### config.mk
export PLATFORM = sky130hd
export DESIGN_NAME = jf_top
export DESIGN_NICKNAME = d
export VERILOG_FILES = /design/src/hw/jf_pkg.sv /design/src/hw/jf_key_decoder.sv /design/src/hw/jf_cabinet_inputs.sv /design/src/hw/jf_pll_reconfig.sv /design/src/hw/jf_video_out.sv /design/src/hw/jf_top.sv
export VERILOG_INCLUDE_DIRS = /design/src /design/src/hw
export SDC_FILE = /design/constraint.sdc
export NUM_CORES = 1
export LEC_CHECK = 0
export BUFFER_PORTS_ARGS = -buffer_cell sky130_fd_sc_hd__buf_4
export CAP_MARGIN = 20
export CORE_ASPECT_RATIO = 1.75
export CORE_MARGIN = 2
export CORE_UTILIZATION = 40
export CTS_CLUSTER_DIAMETER = 60
export DETAILED_ROUTE_END_ITERATION = 16
export GPL_TIMING_DRIVEN = 0
export PLACE_DENSITY_LB_ADDON = 0.2
export SYNTH_ARGS = -nofsm -noshare
export SYNTH_HDL_FRONTEND = slang
export SYNTH_SLANG_ARGS = --single-unit
### constraint.sdc
create_clock -name CLK_49M -period 1.6 [get_ports CLK_49M]
set_clock_uncertainty 0.1 [all_clocks]
set_input_delay 0 -clock CLK_49M [delete_from_list [all_inputs] [get_ports CLK_49M]]
set_output_delay 0 -clock CLK_49M [all_outputs]
set_load 0.02 [all_outputs]
### src/hw/jf_defs.svh
// Shared constants for the cabinet glue logic.
// Include in any file that decodes keys, loads DIPs, drives the PLL
// reconfiguration port or maps colour levels.
`ifndef JF_DEFS_SVH
`define JF_DEFS_SVH

// ============================================================
// PS/2 set 2 make codes
// ============================================================
`define JF_KEY_1       8'h16
`define JF_KEY_2       8'h1E
`define JF_KEY_5       8'h2E
`define JF_KEY_6       8'h36
`define JF_KEY_9       8'h46
`define JF_KEY_P       8'h4D
`define JF_KEY_UP      8'h75
`define JF_KEY_DOWN    8'h72
`define JF_KEY_LEFT    8'h6B
`define JF_KEY_RIGHT   8'h74
`define JF_KEY_CTRL    8'h14

// Bit positions in the held key vector
`define JF_KB_RIGHT    0
`define JF_KB_LEFT     1
`define JF_KB_DOWN     2
`define JF_KB_UP       3
`define JF_KB_FIRE     4
`define JF_KB_COIN1    5
`define JF_KB_COIN2    6
`define JF_KB_START1   7
`define JF_KB_START2   8
`define JF_KB_SERVICE  9
`define JF_KB_PAUSE    10

// Download index carrying the DIP bytes
`define JF_DIP_INDEX   8'd254

// ============================================================
// PLL reconfiguration registers and words
// ============================================================
`define JF_PLL_ADDR_MODE   6'd0
`define JF_PLL_ADDR_M      6'd7
`define JF_PLL_ADDR_START  6'd2
`define JF_PLL_K_UNDER     32'd3268298314
`define JF_PLL_K_NATIVE    32'd3639383488

// Per-bit weights, they add up to 0xFF for a full level
`define JF_LVL_W0      8'h19
`define JF_LVL_W1      8'h24
`define JF_LVL_W2      8'h35
`define JF_LVL_W3      8'h40
`define JF_LVL_W4      8'h4D

// Aspect words when the menu asks for the original ratio
`define JF_AR_LONG     13'd16
`define JF_AR_SHORT    13'd14

`endif

### src/hw/jf_pkg.sv
// Types shared by the cabinet glue modules and the testbench.
// Refer to them with jf_pkg:: scoped names.
`default_nettype none

package jf_pkg;

	// ============================================================
	// Plain vectors
	// ============================================================
	// Gamepad word, bit 0 right .. 3 up, 4 fire L, 5 fire R,
	// 6 flash bomb, 7 coin, 8 start 1, 9 start 2
	typedef logic [15:0] joy_t;
	// Active-low DIP bytes, byte 1 in the upper half
	typedef logic [15:0] dip_word_t;
	typedef logic [4:0]  level5_t;
	typedef logic [7:0]  level8_t;
	typedef logic [12:0] aspect_t;
	typedef logic [5:0]  pll_addr_t;
	typedef logic [31:0] pll_data_t;

	// Reconfiguration sequencer steps
	typedef enum logic [2:0] {
		IDLE, S1, S2, S3, S4, S5, S6, S7
	} cfg_state_t;

	// ============================================================
	// Bundles
	// ============================================================
	// PS/2 event, a new one flips toggle
	typedef struct packed {
		logic       toggle;
		logic       pressed;
		logic [7:0] code;
	} ps2_event_t;

	// Download port write, one strobe per byte
	typedef struct packed {
		logic        wr;
		logic [7:0]  index;
		logic [24:0] addr;
		logic [7:0]  data;
	} ioctl_wr_t;

	typedef struct packed {
		logic [1:0] aspect;
		logic       horizontal;
		logic       underclock;
	} osd_settings_t;

	// Everything here is active low
	typedef struct packed {
		logic [1:0] coin;
		logic [1:0] start;
		logic [3:0] p1_joy;
		logic [3:0] p2_joy;
		logic       p1_fire;
		logic       p2_fire;
		logic       fire1_r;
		logic       flash1;
		logic       fire2_r;
		logic       flash2;
		logic       service;
	} cabinet_t;

	typedef struct packed {
		level5_t r;
		level5_t g;
		level5_t b;
		logic    hblank;
		logic    vblank;
	} game_rgb_t;

	typedef struct packed {
		level8_t r;
		level8_t g;
		level8_t b;
		logic    de;
	} vga_t;

	// Write side of the PLL management port
	typedef struct packed {
		logic      write;
		pll_addr_t address;
		pll_data_t data;
	} pll_cfg_t;

endpackage

`default_nettype wire

### src/hw/jf_key_decoder.sv
// PS/2 keyboard decoder. Turns key events into a vector of held buttons.
// A new event is flagged by a change of the toggle bit, not by a strobe.
`default_nettype none
`include "jf_defs.svh"

module jf_key_decoder (
	input  wire                 CLK_49M,
	input  wire                 rst,
	input  jf_pkg::ps2_event_t  ps2_key,
	output logic [10:0]         keys
);

	// Input register, the event is looked at one edge after capture
	jf_pkg::ps2_event_t ps2_q;
	logic               toggle_q;
	logic               new_event;

	always_ff @(posedge CLK_49M) begin
		ps2_q <= ps2_key;
	end

	// Toggle moved since the last look
	assign new_event = ps2_q.toggle != toggle_q;

	always_ff @(posedge CLK_49M) begin
		if (rst) begin
			// Follow the live toggle so no event fires out of reset
			toggle_q <= ps2_key.toggle;
			keys     <= '0;
		end else begin
			toggle_q <= ps2_q.toggle;
			if (new_event) begin
				// Make or break sets the held state, unknown codes dropped
				case (ps2_q.code)
					`JF_KEY_1:     keys[`JF_KB_START1]  <= ps2_q.pressed;
					`JF_KEY_2:     keys[`JF_KB_START2]  <= ps2_q.pressed;
					`JF_KEY_5:     keys[`JF_KB_COIN1]   <= ps2_q.pressed;
					`JF_KEY_6:     keys[`JF_KB_COIN2]   <= ps2_q.pressed;
					`JF_KEY_9:     keys[`JF_KB_SERVICE] <= ps2_q.pressed;
					`JF_KEY_P:     keys[`JF_KB_PAUSE]   <= ps2_q.pressed;
					`JF_KEY_UP:    keys[`JF_KB_UP]      <= ps2_q.pressed;
					`JF_KEY_DOWN:  keys[`JF_KB_DOWN]    <= ps2_q.pressed;
					`JF_KEY_LEFT:  keys[`JF_KB_LEFT]    <= ps2_q.pressed;
					`JF_KEY_RIGHT: keys[`JF_KB_RIGHT]   <= ps2_q.pressed;
					`JF_KEY_CTRL:  keys[`JF_KB_FIRE]    <= ps2_q.pressed;
					default: ;
				endcase
			end
		end
	end

endmodule

`default_nettype wire

### src/hw/jf_cabinet_inputs.sv
// Cabinet input merge. Keyboard buttons are ORed with the gamepads and
// inverted to the active-low levels the game expects.
// Also captures the two DIP bytes from the download port.
`default_nettype none
`include "jf_defs.svh"

module jf_cabinet_inputs (
	input  wire                 CLK_49M,
	input  wire                 rst,
	input  wire  [10:0]         keys,
	input  jf_pkg::joy_t        joystick_0,
	input  jf_pkg::joy_t        joystick_1,
	input  jf_pkg::ioctl_wr_t   ioctl,
	output jf_pkg::cabinet_t    cabinet,
	output jf_pkg::dip_word_t   dip_sw
);

	logic [1:0][7:0] dip_q;
	logic            dip_hit;

	// ============================================================
	// Button merge
	// ============================================================
	always_comb begin
		// Coin 2 is keyboard only
		cabinet.coin    = ~{keys[`JF_KB_COIN2], keys[`JF_KB_COIN1] | joystick_0[7]};
		cabinet.start   = ~{keys[`JF_KB_START2] | joystick_0[9],
			keys[`JF_KB_START1] | joystick_0[8]};
		// Order is right, left, down, up as in the gamepad word
		cabinet.p1_joy  = ~{keys[`JF_KB_RIGHT] | joystick_0[0],
			keys[`JF_KB_LEFT] | joystick_0[1],
			keys[`JF_KB_DOWN] | joystick_0[2],
			keys[`JF_KB_UP] | joystick_0[3]};
		// Player 2 has no keyboard share
		cabinet.p2_joy  = ~{joystick_1[0], joystick_1[1], joystick_1[2], joystick_1[3]};
		// Ctrl is fire left
		cabinet.p1_fire = ~(keys[`JF_KB_FIRE] | joystick_0[4]);
		cabinet.p2_fire = ~joystick_1[4];
		cabinet.fire1_r = ~joystick_0[5];
		cabinet.flash1  = ~joystick_0[6];
		cabinet.fire2_r = ~joystick_1[5];
		cabinet.flash2  = ~joystick_1[6];
		cabinet.service = ~keys[`JF_KB_SERVICE];
	end

	// ============================================================
	// DIP bytes
	// ============================================================
	// Only bytes 0 and 1 matter to the game
	assign dip_hit = ioctl.wr && (ioctl.index == `JF_DIP_INDEX) && (ioctl.addr[24:1] == '0);

	always_ff @(posedge CLK_49M) begin
		if (rst) begin
			dip_q <= '0;
		end else if (dip_hit) begin
			dip_q[ioctl.addr[0]] <= ioctl.data;
		end
	end

	// Stored inverted so a cleared byte reads as all switches off
	assign dip_sw = ~dip_q;

endmodule

`default_nettype wire

### src/hw/jf_pll_reconfig.sv
// PLL underclock sequencer. Watches the underclock request and, on a
// settled change, writes mode, M/K value and start to the PLL management
// port. The port's waitrequest freezes the sequence.
`default_nettype none
`include "jf_defs.svh"

module jf_pll_reconfig (
	input  wire                CLK_49M,
	input  wire                rst,
	input  wire                underclock,
	input  wire                cfg_waitrequest,
	output jf_pkg::pll_cfg_t   cfg
);

	jf_pkg::cfg_state_t step;
	logic               req_s1;
	logic               req_s2;
	logic               applied;
	logic               start_seq;
	logic               cfg_write;
	jf_pkg::pll_addr_t  cfg_addr;
	jf_pkg::pll_data_t  cfg_data;

	// Two samples agree and differ from what the PLL runs at
	assign start_seq = (req_s1 == req_s2) && (req_s2 != applied);

	// ============================================================
	// Control
	// ============================================================
	always_ff @(posedge CLK_49M) begin
		if (rst) begin
			req_s1    <= 1'b0;
			req_s2    <= 1'b0;
			applied   <= 1'b0;
			step      <= jf_pkg::IDLE;
			cfg_write <= 1'b0;
		end else begin
			req_s1    <= underclock;
			req_s2    <= req_s1;
			cfg_write <= 1'b0;
			if (!cfg_waitrequest) begin
				// S7 wraps back to IDLE
				if (step != jf_pkg::IDLE)
					step <= jf_pkg::cfg_state_t'(step + 3'd1);
				if (step == jf_pkg::S1 || step == jf_pkg::S5 || step == jf_pkg::S7)
					cfg_write <= 1'b1;
			end
			// New request wins over the advance, sequence starts again
			if (start_seq) begin
				step    <= jf_pkg::S1;
				applied <= req_s2;
			end
		end
	end

	// ============================================================
	// Write payload
	// ============================================================
	always_ff @(posedge CLK_49M) begin
		if (!cfg_waitrequest) begin
			case (step)
				jf_pkg::S1: begin
					cfg_addr <= `JF_PLL_ADDR_MODE;
					cfg_data <= '0;
				end
				jf_pkg::S5: begin
					// Slightly slower clock brings vsync to 60 Hz
					cfg_addr <= `JF_PLL_ADDR_M;
					cfg_data <= applied ? `JF_PLL_K_UNDER : `JF_PLL_K_NATIVE;
				end
				jf_pkg::S7: begin
					cfg_addr <= `JF_PLL_ADDR_START;
					cfg_data <= '0;
				end
				default: ;
			endcase
		end
	end

	assign cfg = '{write: cfg_write, address: cfg_addr, data: cfg_data};

endmodule

`default_nettype wire

### src/hw/jf_video_out.sv
// Video output stage. Maps the game's 5-bit levels onto 8-bit levels that
// match the PCB resistor network, registers them with display enable,
// and picks the scaler aspect words.
`default_nettype none
`include "jf_defs.svh"

module jf_video_out (
	input  wire                    CLK_49M,
	input  wire                    rst,
	input  jf_pkg::game_rgb_t      game_rgb,
	input  jf_pkg::osd_settings_t  osd,
	output jf_pkg::vga_t           vga,
	output jf_pkg::aspect_t        video_arx,
	output jf_pkg::aspect_t        video_ary
);

	// Sum of the weights of the set bits
	function automatic jf_pkg::level8_t weigh(input jf_pkg::level5_t lvl);
		jf_pkg::level8_t sum;
		sum = '0;
		if (lvl[0]) sum = sum + `JF_LVL_W0;
		if (lvl[1]) sum = sum + `JF_LVL_W1;
		if (lvl[2]) sum = sum + `JF_LVL_W2;
		if (lvl[3]) sum = sum + `JF_LVL_W3;
		if (lvl[4]) sum = sum + `JF_LVL_W4;
		return sum;
	endfunction

	// ============================================================
	// Colour
	// ============================================================
	always_ff @(posedge CLK_49M) begin
		vga.r <= weigh(game_rgb.r);
		vga.g <= weigh(game_rgb.g);
		vga.b <= weigh(game_rgb.b);
	end

	// Enable follows the colour by the same one cycle
	always_ff @(posedge CLK_49M) begin
		if (rst)
			vga.de <= 1'b0;
		else
			vga.de <= ~(game_rgb.hblank | game_rgb.vblank);
	end

	// Aspect 0 is the original ratio, others are scaler presets
	always_comb begin
		if (osd.aspect == 2'd0) begin
			video_arx = osd.horizontal ? `JF_AR_LONG : `JF_AR_SHORT;
			video_ary = osd.horizontal ? `JF_AR_SHORT : `JF_AR_LONG;
		end else begin
			video_arx = jf_pkg::aspect_t'(osd.aspect) - 13'd1;
			video_ary = '0;
		end
	end

endmodule

`default_nettype wire

### src/hw/jf_top.sv
// Top of the cabinet glue. Keyboard and gamepads in, cabinet inputs and
// DIPs out; underclock request to PLL writes; game colour to VGA.
`default_nettype none

module jf_top (
	input  wire                    CLK_49M,
	input  wire                    rst,
	input  jf_pkg::ps2_event_t     ps2_key,
	input  jf_pkg::joy_t           joystick_0,
	input  jf_pkg::joy_t           joystick_1,
	input  jf_pkg::ioctl_wr_t      ioctl,
	input  jf_pkg::osd_settings_t  osd,
	input  jf_pkg::game_rgb_t      game_rgb,
	input  wire                    cfg_waitrequest,
	output jf_pkg::cabinet_t       cabinet,
	output jf_pkg::dip_word_t      dip_sw,
	output jf_pkg::pll_cfg_t       cfg,
	output jf_pkg::vga_t           vga,
	output jf_pkg::aspect_t        video_arx,
	output jf_pkg::aspect_t        video_ary
);

	// Held keyboard buttons, active high
	logic [10:0] keys;

	// ============================================================
	// Input side
	// ============================================================
	jf_key_decoder i_key_decoder (
		.CLK_49M (CLK_49M),
		.rst     (rst),
		.ps2_key (ps2_key),
		.keys    (keys)
	);

	jf_cabinet_inputs i_cabinet_inputs (
		.CLK_49M    (CLK_49M),
		.rst        (rst),
		.keys       (keys),
		.joystick_0 (joystick_0),
		.joystick_1 (joystick_1),
		.ioctl      (ioctl),
		.cabinet    (cabinet),
		.dip_sw     (dip_sw)
	);

	// PLL management writes, frozen by waitrequest
	jf_pll_reconfig i_pll_reconfig (
		.CLK_49M         (CLK_49M),
		.rst             (rst),
		.underclock      (osd.underclock),
		.cfg_waitrequest (cfg_waitrequest),
		.cfg             (cfg)
	);

	// ============================================================
	// Output side
	// ============================================================
	jf_video_out i_video_out (
		.CLK_49M   (CLK_49M),
		.rst       (rst),
		.game_rgb  (game_rgb),
		.osd       (osd),
		.vga       (vga),
		.video_arx (video_arx),
		.video_ary (video_ary)
	);

endmodule

`default_nettype wire

# ---- Word level (Yosys, flattened, before mapping)
# Index checks and enable logic that the tools add are counted.
dict set report totals {
  reg_bits 107
  wordCells 144
}
dict set report op_classes {
  n_addsub 14
  magnitude_cmp 2
  n_eq_ne 18
  n_mux 30
  bitwise_logic 23
  n_reduce_logical 29
}
# operator n
set op_table {}
lappend op_table {{$mux W8} 13}
lappend op_table {{$pmux W32 S2} 1}
lappend op_table {{$add A8 B7 Y8 const B} 6}
lappend op_table {{$eq A8 B7 Y1 const B} 5}
lappend op_table {{$mux W29} 1}
lappend op_table {{$reduce_and A2 Y1} 14}
lappend op_table {{$mux W13} 2}
lappend op_table {{$mux W5} 5}
lappend op_table {{$add A8 B6 Y8 const B} 3}
lappend op_table {{$eq A8 B5 Y1 const B} 3}
lappend op_table {{$logic_not A24 Y1} 1}
lappend op_table {{$add A5 B6 Y7 const B} 3}
lappend op_table {{$pmux W6 S3} 1}
lappend op_table {{$bwmux W16} 1}
lappend op_table {{$eq A8 B6 Y1 const B} 2}
lappend op_table {{$not A16 Y16} 1}
lappend op_table {{$not A1 Y1} 9}
lappend op_table {{$or A1 B1 Y1} 9}
lappend op_table {{$demux W8 S1} 1}
lappend op_table {{$eq A8 B8 Y1 const B} 1}
lappend op_table {{$not A4 Y4} 2}
lappend op_table {{$eq A3 B3 Y1 const B} 2}
lappend op_table {{$reduce_bool A3 Y1} 2}
lappend op_table {{$reduce_or A2 Y1} 3}
lappend op_table {{14 further kinds} 25}

# ---- Depth between registers and ports, before layout
# Gate-level depths: netlist of the first run.
dict set report logic_depth {
  word_depth 9
  mapped_depth 8
  mapped_depth_nobuf 8
}

# ---- Hierarchy
# Synthesis of the first run repeated with hierarchy kept, for this count alone.
dict set report hier_totals {
  hier_cells 468
  hier_area_um2 4344.2
}
# module n_inst cells_per_inst area_per_inst_um2
set modules_own_cells {}
lappend modules_own_cells {jf_video_out 1 200 1761.7}
lappend modules_own_cells {jf_cabinet_inputs 1 109 897.1}
lappend modules_own_cells {jf_key_decoder 1 75 863.3}
lappend modules_own_cells {jf_pll_reconfig 1 84 822.0}

# ---- Least setup slack after synthesis of the first run
# OpenSTA, ideal clock, no wires.
dict set report synth_timing {
  kind {input to register}
  from {input port game_rgb[14] (netlist bit)}
  to {register, netlist name i_video_out.vga[21]}
  setup_ns 0.134
  arrival_time_ns 1.426
  required_ns 1.366
  setup_slack_ns -0.061
  path_stages 7
  n_path_buf 1
  path_cell_list {buf_2 > inv_1 > ha_1 > a21boi_0 > nand2b_1 > xnor2_1 > mux4_2}
}
dict set report synth_between {
  elab_chain_cells 5
}
# item line
set synth_lines {}
lappend synth_lines {{start: declaration} jf_top.sv:13} ;# input jf_pkg::game_rgb_t game_rgb,
lappend synth_lines {{$mux W8 *} jf_video_out.sv:23} ;# if (lvl[2]) sum = sum + `JF_LVL_W2;
lappend synth_lines {{$add A8 B7 Y8 (no source line)} n/a}
lappend synth_lines {{$mux W8 *} jf_video_out.sv:24} ;# if (lvl[3]) sum = sum + `JF_LVL_W3;
lappend synth_lines {{$add A8 B7 Y8 (no source line)} n/a}
lappend synth_lines {{$mux W8 *} jf_video_out.sv:25} ;# if (lvl[4]) sum = sum + `JF_LVL_W4;
# Mark *: on every way between the ends. The rest lies on a longest branch, timed or not.
# A chain may end at the register's enable or synchronous reset.

# ---- Final worst setup path of the first run
dict set report layout_timing {
  from {register i_key_decoder.ps2_q[7] (netlist bit)}
  to {register i_key_decoder.keys[0]}
}
dict set report layout_between {
  elab_chain_cells 2
}
# item line
set layout_lines {}
lappend layout_lines {{start: declaration} jf_key_decoder.sv:14} ;# jf_pkg::ps2_event_t ps2_q;
lappend layout_lines {{start signal: assignment} jf_key_decoder.sv:19} ;# ps2_q <= ps2_key;
lappend layout_lines {{$eq A8 B7 Y1} jf_key_decoder.sv:34} ;# case (ps2_q.code)
lappend layout_lines {{$reduce_and A2 Y1 (no source line)} n/a}
lappend layout_lines {{end signal: indexed assignment} jf_key_decoder.sv:35} ;# `JF_KEY_1: keys[`JF_KB_START1] <= ps2_q.pressed;
lappend layout_lines {{end signal: indexed assignment} jf_key_decoder.sv:36} ;# `JF_KEY_2: keys[`JF_KB_START2] <= ps2_q.pressed;
lappend layout_lines {{end signal: indexed assignment} jf_key_decoder.sv:37} ;# `JF_KEY_5: keys[`JF_KB_COIN1] <= ps2_q.pressed;
lappend layout_lines {{end: declaration} jf_key_decoder.sv:10} ;# output logic [10:0] keys
# No other way between the ends.

==> results of run 1 <==
## placed cells by master, fill, tap and decap left out, types with 4 or more instances in the layout
cell / netlist / final
o21ai_0: 8 / 8
nor4_1: 5 / 5
dfxtp_1: 69 / 66
nand3_1: 9 / 9
nand3b_1: 4 / 4
mux2i_1: 28 / 28
conb_1: 1 / 31
edfxtp_1: 6 / 6
nor2b_1: 5 / 5
clkbuf_1: 4 / 5
clkbuf_16: 0 / 9
ha_1: 22 / 22
xor2_1: 11 / 11
dlygate4sd3_1: 0 / 34
a21oi_1: 17 / 16
nor2_1: 30 / 29
nand4_1: 5 / 5
nand2_1: 14 / 14
buf_4: 54 / 239
xnor2_1: 13 / 12
nor3_1: 10 / 9
nand2b_1: 32 / 32
inv_1: 45 / 45
## critical path, stage by stage, from the launching register on
cell      delay, ps
dfxtp_1         350
nand4b_1        270
or3_4           380
o41ai_2         200
a21oi_1         110
## layout make-up
class | count | area (um^2)
plain buffers | 65 | 459.2
clock buffers | 11 | 242.7
clock inverters | 5 | 30.03
fillers | 840 | 3497
inverters | 45 | 168.9
multi-input cells | 291 | 2061
flip-flops and latches | 75 | 1565
well taps | 125 | 156.4
repair buffers | 219 | 1729
## through the flow
step / setup slack (ps) / util / total power (uW)
3_3_place_gp: -232.4 / 0.5795 / 3261
6_report: 45.12 / 0.6471 / 5152
3_5_place_dp: -271.6 / 0.5795 / 3282
5_1_grt: -58.64 / 0.6471 / 5394
4_1_cts: 21.83 / 0.6426 / 5201
2_1_floorplan: 10.75 / - / 2774
## synthesized netlist by cell type, types with 6 or more instances
| cell type | instances | share of area |
|---|---|---|
| dfxtp_1 | 69 | 0.34 |
| buf_4 | 54 | 0.099 |
| inv_1 | 45 | 0.041 |
| nand2b_1 | 32 | 0.049 |
| nor2_1 | 30 | 0.028 |
| mux2i_1 | 28 | 0.069 |
| ha_1 | 22 | 0.067 |
| a21oi_1 | 17 | 0.021 |
| nand2_1 | 14 | 0.013 |
| xnor2_1 | 13 | 0.028 |
| xor2_1 | 11 | 0.024 |
| nor3_1 | 10 | 0.012 |
| nand3_1 | 9 | 0.011 |
| o21ai_0 | 8 | 0.0098 |
| edfxtp_1 | 6 | 0.044 |
## power by group through the flow
stage | Clock (uW) | Sequential [uW] | Combinational (uW)
floorplan | 0 | 2230 | 542
global placement | 0 | 2110 | 1150
detailed placement | 0 | 2110 | 1170
CTS | 1880 | 2080 | 1240
global route | 1960 | 2090 | 1350
finish | 1820 | 2080 | 1250
## sequential cells by signal (all words and copies together), names as in the netlist, 2 cells and up
signal,count
i_cabinet_inputs.dip_q,16
i_key_decoder.keys,10
i_pll_reconfig.step,3
i_key_decoder.ps2_q,10
i_pll_reconfig.cfg_addr,2
i_video_out.vga,25
i_pll_reconfig.cfg_data,4
## timing repair
| action | 4_1_cts | 5_1_grt |
|---|---|---|
| endpoints found under the setup margin | 2 | 14 |
| hold buffers | 34 | 0 |
| hold endpoints to repair | 53 | 0 |
| resized for setup | 2 | 12 |
## cell families (layout without fill, tap and decap cells)
kind of cell | after synthesis | in the layout
AO/OA/AOI/OAI | 45 | 45
XOR/XNOR | 24 | 24
adder cells (fa/ha/maj) | 22 | 22
buffers and inverters | 110 | 345
flip-flops | 75 | 75
multiplexers | 30 | 30
other | 1 | 31
AND/OR/NAND/NOR | 139 | 139
## routing by layer
layer | up-vias | track usage | wire [um]
li1 | 1934 | - | -
met1 | 1738 | 0.1917 | 3749
met2 | 128 | 0.3745 | 6271
met3 | 19 | 0.03801 | 678
met4 | 0 | 0.08945 | 245
met5 | - | 0 | 0
## worst max-delay path by stage
stage,start,end
floorplan,game_rgb[14],i_video_out.vga[21]$_DFF_P_
global placement,game_rgb[14],i_video_out.vga[24]$_DFF_P_
detailed placement,game_rgb[14],i_video_out.vga[21]$_DFF_P_
CTS,i_pll_reconfig.step[0]$_SDFFE_PP0P_,i_pll_reconfig.step[2]$_SDFFE_PP0P_
global route,i_key_decoder.ps2_q[7]$_DFF_P_,i_key_decoder.keys[0]$_SDFFE_PP0P_
finish,i_key_decoder.ps2_q[7]$_DFF_P_,i_key_decoder.keys[0]$_SDFFE_PP0P_
==> flow_summary.yaml, run 1 <==
clock_network:
  cts_buffer_depth: 2
  insertion_delay_ps: 330
  cts_made_buffers: 9
  postCtsSetupBuffers: 0
  clock-root-buffer: "clkbuf_16"
  numClockSinks: 75
  clk_pin_slew_ps: 50
  htreeDepth: 3
  cts_tree: "built"
floorplanning:
  die_x_um: 80.40
  coreArea_um2: 9910
  initial_utilization: 0.4122
  dieArea_um2: 11070
  die_y_um: 137.7
  pin_count: 233
  num_rows: 48
timing:
  relSlewSlack: 0.6571
  hold_ws_ps: 13.94
  fin_setup_tns_ps: 0
  period_share: 0.9718
  rsz0062_at_grt: "true"
  setup_violations: 0
  tightest_slew_ps: 514.4
  drv_slew: 0
  fmax_mhz: 643.1
  finalHoldViolCount: 0
  fin_crit_ps: 1555
routing:
  drc: 0
  avgRoutedWirePerCell_um: 13.09
  first_pass_iters: 4
  antenna_left: 0
  viasPerCell: 4.568
  wirelength_um: 10950
  via_count: 3819
  drtIter0Drc: 101
run:
  cap_violations: 0
worst_hold_path:
  hp-class: "input pin to flop"
  min_to: "i_video_out.vga[2]$_DFF_P_"
  hp-start: "game_rgb[4]"
  hold_path_depth: 4
global_routing:
  grt_pass1_vias: 3809
  grt_max_degree: 14
  antenna_found_initial: 0
  overflow: 0
  track_usage: 0.1935
  grt_pass1_wl_um: 16860
pwr:
  p_clk_frac: 0.353
  p_per_area_nw_per_um2: 803.4
  netSwitchingFraction: 0.2762
  power.share.sequential: 0.403
  intPower_uw: 3729
  leakagePower_uw: 0.003095
  p_comb_frac: 0.243
  ir_worst_vdd_mv: 0.5685
  netSwitchingPower_uw: 1423
synth:
  synthFlopType: "dfxtp_1"
  synth_top_family_by_area: "simple AND/OR/NAND/NOR gates"
  yosys.area_share.adder: 0.06738
  synthMuxAreaShare: 0.07688
  synth.cell_area_um2: 4085
  synth_edf_count: 6
  syn_inst: 446
  ys_seq_area_frac: 0.3822
  ys_async_sr_fraction: 0
  ys.warnings.count: 0
  synth-xor-area-share: 0.05145
  syn_avg_cell_area_um2: 9.160
  synth-compound-area-share: 0.07351
  synth.distinct_cells: 53
  synth-simple-area-share: 0.1939
  ys_ff_latch: 75
cells_and_area:
  antennaDiodeCount: 0
  area_growth_pct: 56.97
  drive_gt1_frac: 0.3924
  nets: 836
  design_area_um2: 6412
  final_cells: 836
place:
  dp.cells: 786
  routabilityCongestion: 0.8245
  dpl.hpwl_um: 8542
  portBuffers: 185
  post_dp_cell_area_um2: 5743
critical_path:
  cp-start-kind: "flop"
  crit_arrival_ps: 1640
  reg2reg_slack_ps: 50
  critPathRequiredTime_ps: 1680
  worstRegToRegCells: 4
  r2r-start: "i_key_decoder.ps2_q[7]$_DFF_P_"
  reg2reg_to: "i_key_decoder.keys[0]$_SDFFE_PP0P_"
  critPathMaxFanout: 6
  end_kind: "flop"
  criticalPathCategory: "flop to flop"
outcome:
  status: "complete, no violations"
Power figures use the tool's default switching activity.
==> inputs of run 2 (changes only) <==
CELL_PAD_IN_SITES_DETAIL_PLACEMENT = 0   (was not set)
CELL_PAD_IN_SITES_GLOBAL_PLACEMENT = 1   (was not set)
CORE_UTILIZATION = 28   (was 40)
HOLD_SLACK_MARGIN = 0.08   (was not set)
==> run 2 against run 1 <==
Via count is 0.26% lower. Non-clock buffer count grew 15. Global-route usage is 4.6 points lower. Sequential power barely moved.
==> flow_summary.yaml, run 2 (synthesized netlist as in run 1, its figures left out) <==
outcome:
  status: "complete, no violations"
clock_network:
  cts_buffer_depth: 2
  clk_pin_slew_ps: 60
  cts_tree: "built"
  cts_made_buffers: 9
  clock-root-buffer: "clkbuf_16"
  numClockSinks: 75
  htreeDepth: 3
  insertion_delay_ps: 330
routing:
  drc: 0
  avgRoutedWirePerCell_um: 12.58
  drtIter0Drc: 68
  wirelength_um: 11400
  first_pass_iters: 4
  viasPerCell: 4.204
  via_count: 3809
  antenna_left: 0
cells_and_area:
  largestRegisters: "i_video_out.vga x25, i_cabinet_inputs.dip_q x16"
  layout_commonest_cell: "buf_4"
  area_growth_pct: 63.28
  largest_reg_flops: 25
  n_fill_cell: 1398
  top_register: "i_video_out.vga"
  final_cell_mix: "buf_4 (240), dfxtp_1 (66), dlygate4sd3_1 (48), inv_1 (45), nand2b_1 (32)"
  nets: 851
  drive_gt1_frac: 0.3857
  antennaDiodeCount: 0
critical_path:
  crit_arrival_ps: 1640
  cp-start-kind: "flop"
  critPathMaxFanout: 6
  reg2reg_slack_ps: 60
  critPathRequiredTime_ps: 1700
  criticalPathCategory: "flop to flop"
  path_delay_family: "simple AND/OR/NAND/NOR gates"
  cp_num_buf_inv: 1
  slowest_delay_ps: 350
  end_kind: "flop"
  slowest_stage: "dfxtp_1"
  crit_path_cell_trace: "nand4b_1, buf_4, nor4b_2, mux2i_1, nor2_1"
worst_hold_path:
  hp-class: "input pin to flop"
floorplanning:
  coreArea_um2: 14300
  num_rows: 58
  initial_utilization: 0.2858
  die_y_um: 163.8
  pin_count: 233
  dieArea_um2: 15610
  die_x_um: 95.31
pwr:
  ir_worst_vdd_mv: 0.6213
  p_per_area_nw_per_um2: 823.9
  leakagePower_uw: 0.003179
  finalPower_uw: 5495
place:
  portBuffers: 185
  dpl.hpwl_um: 9008
  routabilityCongestion: 0.8114
  dp_slack_ps: -264.5
run:
  cap_violations: 0
global_routing:
  overflow: 0
  grt_max_degree: 15
  track_usage: 0.1471
  antenna_found_initial: 0
  grt_pass1_vias: 3804
  grt_pass1_wl_um: 17930
timing:
  finalHoldViolCount: 0
  setup_violations: 0
  rsz0062_at_grt: "true"
  fin_crit_ps: 1537
  fmax_mhz: 650.6
  drv_slew: 0
  finalWorstSetupSlack_ps: 62.86
  period_share: 0.9607
run 2: changes by cell type in the layout (fill, tap and decap cells not counted):
cell           before  now
clkinvlp_4          2    1
buf_4             239  240
clkbuf_1            5    4
clkbuf_16           9   10
dlygate4sd3_1      34   48
or3_4               1    0
inv_6               0    3
or3_1               0    1
bufinv_16           0    1
clkbuf_8            1    0
clkinv_2            3    1
run 2: worst paths after layout:
| check | end | start | depth (start not counted) |
|---|---|---|---|
| setup / recovery | i_key_decoder.keys[2]$_SDFFE_PP0P_ | i_key_decoder.ps2_q[7]$_DFF_P_ | 5 |
| hold / removal | i_video_out.vga[19]$_DFF_P_ | game_rgb[14] | 4 |
| setup reg to reg | i_key_decoder.keys[2]$_SDFFE_PP0P_ | i_key_decoder.ps2_q[7]$_DFF_P_ | 5 |
| hold reg to reg | i_key_decoder.keys[0]$_SDFFE_PP0P_ | i_key_decoder.keys[0]$_SDFFE_PP0P_ | 2 |
run 2: what timing repair did:
action,in CTS,in global routing
setup endpoints to repair,4,15
hold buffers,48,0
buffers inserted,0,1
resized for setup,4,9
gates cloned,0,0
endpoints found under the hold margin,62,0
pin swaps,0,2
run 2: metrics by stage:
stage	instances	area [um^2]	utilization	TNS, ps	hold slack, ps
2_1_floorplan	476	4198	-	0	-72.28
3_3_place_gp	841	5812	0.4065	-1018	4.754
3_5_place_dp	841	5812	0.4065	-1140	5.959
4_1_cts	905	6633	0.4639	0	84.22
5_1_grt	906	6670	0.4666	-88.01	131.9
6_report	906	6670	0.4666	0	92.78
run 2: final cells by class:
class / instances / area, um^2 / area share
multi-input cells: 291 / 2056 / 0.3082
repair buffers: 234 / 1877 / 0.2814
flip-flops and latches: 75 / 1565 / 0.2347
plain buffers: 65 / 459.2 / 0.06884
clock buffers: 10 / 250.2 / 0.03752
well taps: 180 / 225.2 / 0.03376
inverters: 45 / 168.9 / 0.02532
clock inverters: 6 / 68.82 / 0.01032
run 2: metal layers:
layer	up-vias	wire length (um)	GRT usage
met2	101	6709	0.2935
met4	0	252	0.06126
li1	1960	-	-
met5	-	0	0
met1	1733	3907	0.1417
met3	15	528	0.02523
run 2: power breakdown:
group / total, uW / leakage [uW] / internal, uW / switching (uW)
Clock: 2130 / 0.000155 / 1320 / 818
Sequential: 2080 / 0.000623 / 2020 / 58.2
Combinational: 1290 / 0.00240 / 657 / 629
run 2: worst register-to-register path, cell delays in order (launching register included):
cell and delay (ps):
dfxtp_1 350, nand4b_1 220, buf_4 170, nor4b_2 300
mux2i_1 220, nor2_1 50
==> inputs of run 3 (changes only) <==
ABC_AREA = 1   (was not set)
CORE_UTILIZATION = 27   (was 28)
==> run 3 against run 2 <==
Final area up 1.6%. Sequential power about the same. Utilization down 1.2 points. Worst setup slack better by 11 ps. Critical endpoint is now i_video_out.vga[23]$_DFF_P_.
==> flow_summary.yaml, run 3 <==
timing:
  fmax_mhz: 655.1
  hold_ws_ps: 88.84
  setup_violations: 0
  fin_crit_ps: 1526
  finalHoldViolCount: 0
  drv_slew: 0
  period_share: 0.9541
floorplanning:
  initial_utilization: 0.2769
  die_y_um: 167.6
  die_x_um: 97.48
  coreArea_um2: 14910
  dieArea_um2: 16340
  pin_count: 233
  num_rows: 59
worst_hold_path:
  hp-class: "input pin to flop"
  hold_path_depth: 5
global_routing:
  antenna_found_initial: 0
  grt_pass1_wl_um: 18260
  grt_max_degree: 14
  track_usage: 0.1340
  overflow: 0
  grt_pass1_vias: 4160
synth:
  synth_top_cell_area_share: 0.3345
  syn_inst: 568
  yosysMostFrequentCell: "nand2_1"
  ys_ff_latch: 75
  syn_avg_cell_area_um2: 7.269
  synth_common_cells: "nand2_1 (109), inv_1 (101), dfxtp_1 (69), nor2_1 (67), buf_4 (53)"
  ys.warnings.count: 0
  synth.cell_area_um2: 4129
  synth.distinct_cells: 39
  synthFlopType: "dfxtp_1"
  ys_seq_area_frac: 0.3782
  synth_edf_count: 6
  synthTopCellsByArea: "dfxtp_1 (33%), nand2_1 (9.9%), buf_4 (9.6%)"
  ys_async_sr_fraction: 0
  synth_top_cell_by_area: "dfxtp_1"
cells_and_area:
  layout_commonest_cell: "buf_4"
  n_fill_cell: 1555
  top_register: "i_video_out.vga"
  largestRegisters: "i_video_out.vga x25, i_cabinet_inputs.dip_q x16"
  area_growth_pct: 64.06
  antennaDiodeCount: 0
  final_cell_mix: "buf_4 (235), nand2_1 (107), inv_1 (100), dfxtp_1 (69), nor2_1 (65)"
  nets: 975
  drive_gt1_frac: 0.3247
  largest_reg_flops: 25
routing:
  via_count: 4176
  drc: 0
  wirelength_um: 10960
  antenna_left: 0
  drtIter0Drc: 88
  first_pass_iters: 6
  viasPerCell: 4.043
  avgRoutedWirePerCell_um: 10.61
critical_path:
  criticalPathCategory: "input pin to flop"
  reg2reg_to: "i_pll_reconfig.step[0]$_SDFFE_PP0P_"
  worstSetupEndpoint: "i_video_out.vga[23]$_DFF_P_"
  slowest_stage: "dlygate4sd3_1"
  cp-start-kind: "input pin"
  crit_arrival_ps: 1640
  critPathMaxFanout: 4
  path_delay_family: "buffers and inverters"
  crit_start: "game_rgb[12]"
  r2r-start: "i_pll_reconfig.step[0]$_SDFFE_PP0P_"
  reg2reg_slack_ps: 180
  critPathRequiredTime_ps: 1720
  crit_path_cell_trace: "buf_4, inv_1, ha_4, a21oi_1, dlygate4sd3_1, nand2_1, nand3_1, nand2_1, xnor2_1"
  cp_num_buf_inv: 3
  cp.depth: 9
  end_kind: "flop"
  slowest_delay_ps: 580
  worstRegToRegCells: 6
  cpMostUsedCell: "nand2_1"
clock_network:
  numClockSinks: 75
  clk_pin_slew_ps: 60
  cts_tree: "built"
  cts_made_buffers: 9
  clock-root-buffer: "clkbuf_16"
  cts_buffer_depth: 2
  insertion_delay_ps: 330
  htreeDepth: 3
pwr:
  netSwitchingFraction: 0.2621
  p_clk_frac: 0.411
  p_per_area_nw_per_um2: 831.4
  finalPower_uw: 5632
  p_comb_frac: 0.224
  netSwitchingPower_uw: 1476
  intPower_uw: 4156
  power.share.sequential: 0.365
  leakagePower_uw: 0.003485
  ir_worst_vdd_mv: 0.4624
place:
  routabilityCongestion: 0.7921
  dpl.hpwl_um: 8756
  portBuffers: 181
outcome:
  status: "complete, no violations"
run:
  cap_violations: 0
==> run 3: power groups by stage <==
stage	Clock, uW	Sequential, uW	Combinational (uW)
after CTS	2400	2060	1240
final	2310	2060	1260
after detailed placement	0	2100	1130
after global routing	2460	2070	1380
after global placement	0	2100	1120
after floorplan	0	2210	529
==> run 3: logic make-up (layout without fill, tap and decap cells) <==
logic type,after synthesis,after routing,share of synthesized area
AND/OR/NAND/NOR,236,236,0.2549
buffers and inverters,167,419,0.2030
flip-flops,75,75,0.3782
AO/OA/AOI/OAI,53,53,0.06667
adder cells (fa/ha/maj),22,22,0.06667
XOR/XNOR,14,14,0.02970
other,1,31,0.0009082
==> run 3: per-layer routing <==
metal	vias to the layer above	wire length (um)	part of all wire	GRT usage
met4	0	135	0.012	0.05556
met5	-	0	0	0
met2	96	6338	0.58	0.2627
met1	1853	3918	0.36	0.1314
met3	8	571	0.052	0.03172
li1	2219	-	-	-
==> run 3: worst register-to-register path, delay by kind of cell (launching register included) <==
| kind | cells | cell delay (ps) |
|---|---|---|
| compound gates | 3 | 470 |
| fa+ha+maj | 1 | 210 |
| buf+inv | 2 | 130 |
| flops | 1 | 410 |
==> run 3: worst min path at each step <==
stage                            from                                 endpoint  slack, ps
after global placement     ps2_key[6]           i_key_decoder.ps2_q[6]$_DFF_P_          7
after global routing        ioctl[10]  i_cabinet_inputs.dip_q[10]$_SDFFE_PP0P_        130
final                     game_rgb[2]               i_video_out.vga[4]$_DFF_P_         90
after detailed placement   ps2_key[7]           i_key_decoder.ps2_q[7]$_DFF_P_          6
after floorplan            ps2_key[0]           i_key_decoder.ps2_q[0]$_DFF_P_        -70
after CTS                 game_rgb[2]               i_video_out.vga[1]$_DFF_P_         80
==> run 3: through the flow <==
stage                     setup slack (ps)    util  setup TNS (ps)  cell area (um^2)  std cells
after global placement               119.2  0.3909               0              5829        962
final                                73.52  0.4543               0              6774       1033
after detailed placement             92.17  0.3909               0              5829        962
after floorplan                      243.0       -               0              4242        598
after CTS                            21.94  0.4515               0              6733       1034
after global routing                -9.319  0.4543          -13.21              6774       1033
==> run 3: cell type report <==
cell class	instances	area, um^2	area share
tap	183	229.0	0.03380
timing repair buffer	238	1934	0.2856
multi-input combinational	356	1876	0.2769
buffer	61	440.4	0.06502
sequential	75	1562	0.2305
clock inverter	6	113.9	0.01681
inverter	104	390.4	0.05763
clock buffer	10	229.0	0.03380
==> run 3: what timing repair did <==
| item | in CTS | in global routing |
|---|---|---|
| hold endpoints to repair | 67 | 0 |
| endpoints found under the setup margin | 0 | 15 |
| gates resized for setup | 0 | 19 |
| hold buffers | 56 | 0 |
| buffers inserted | 0 | 1 |
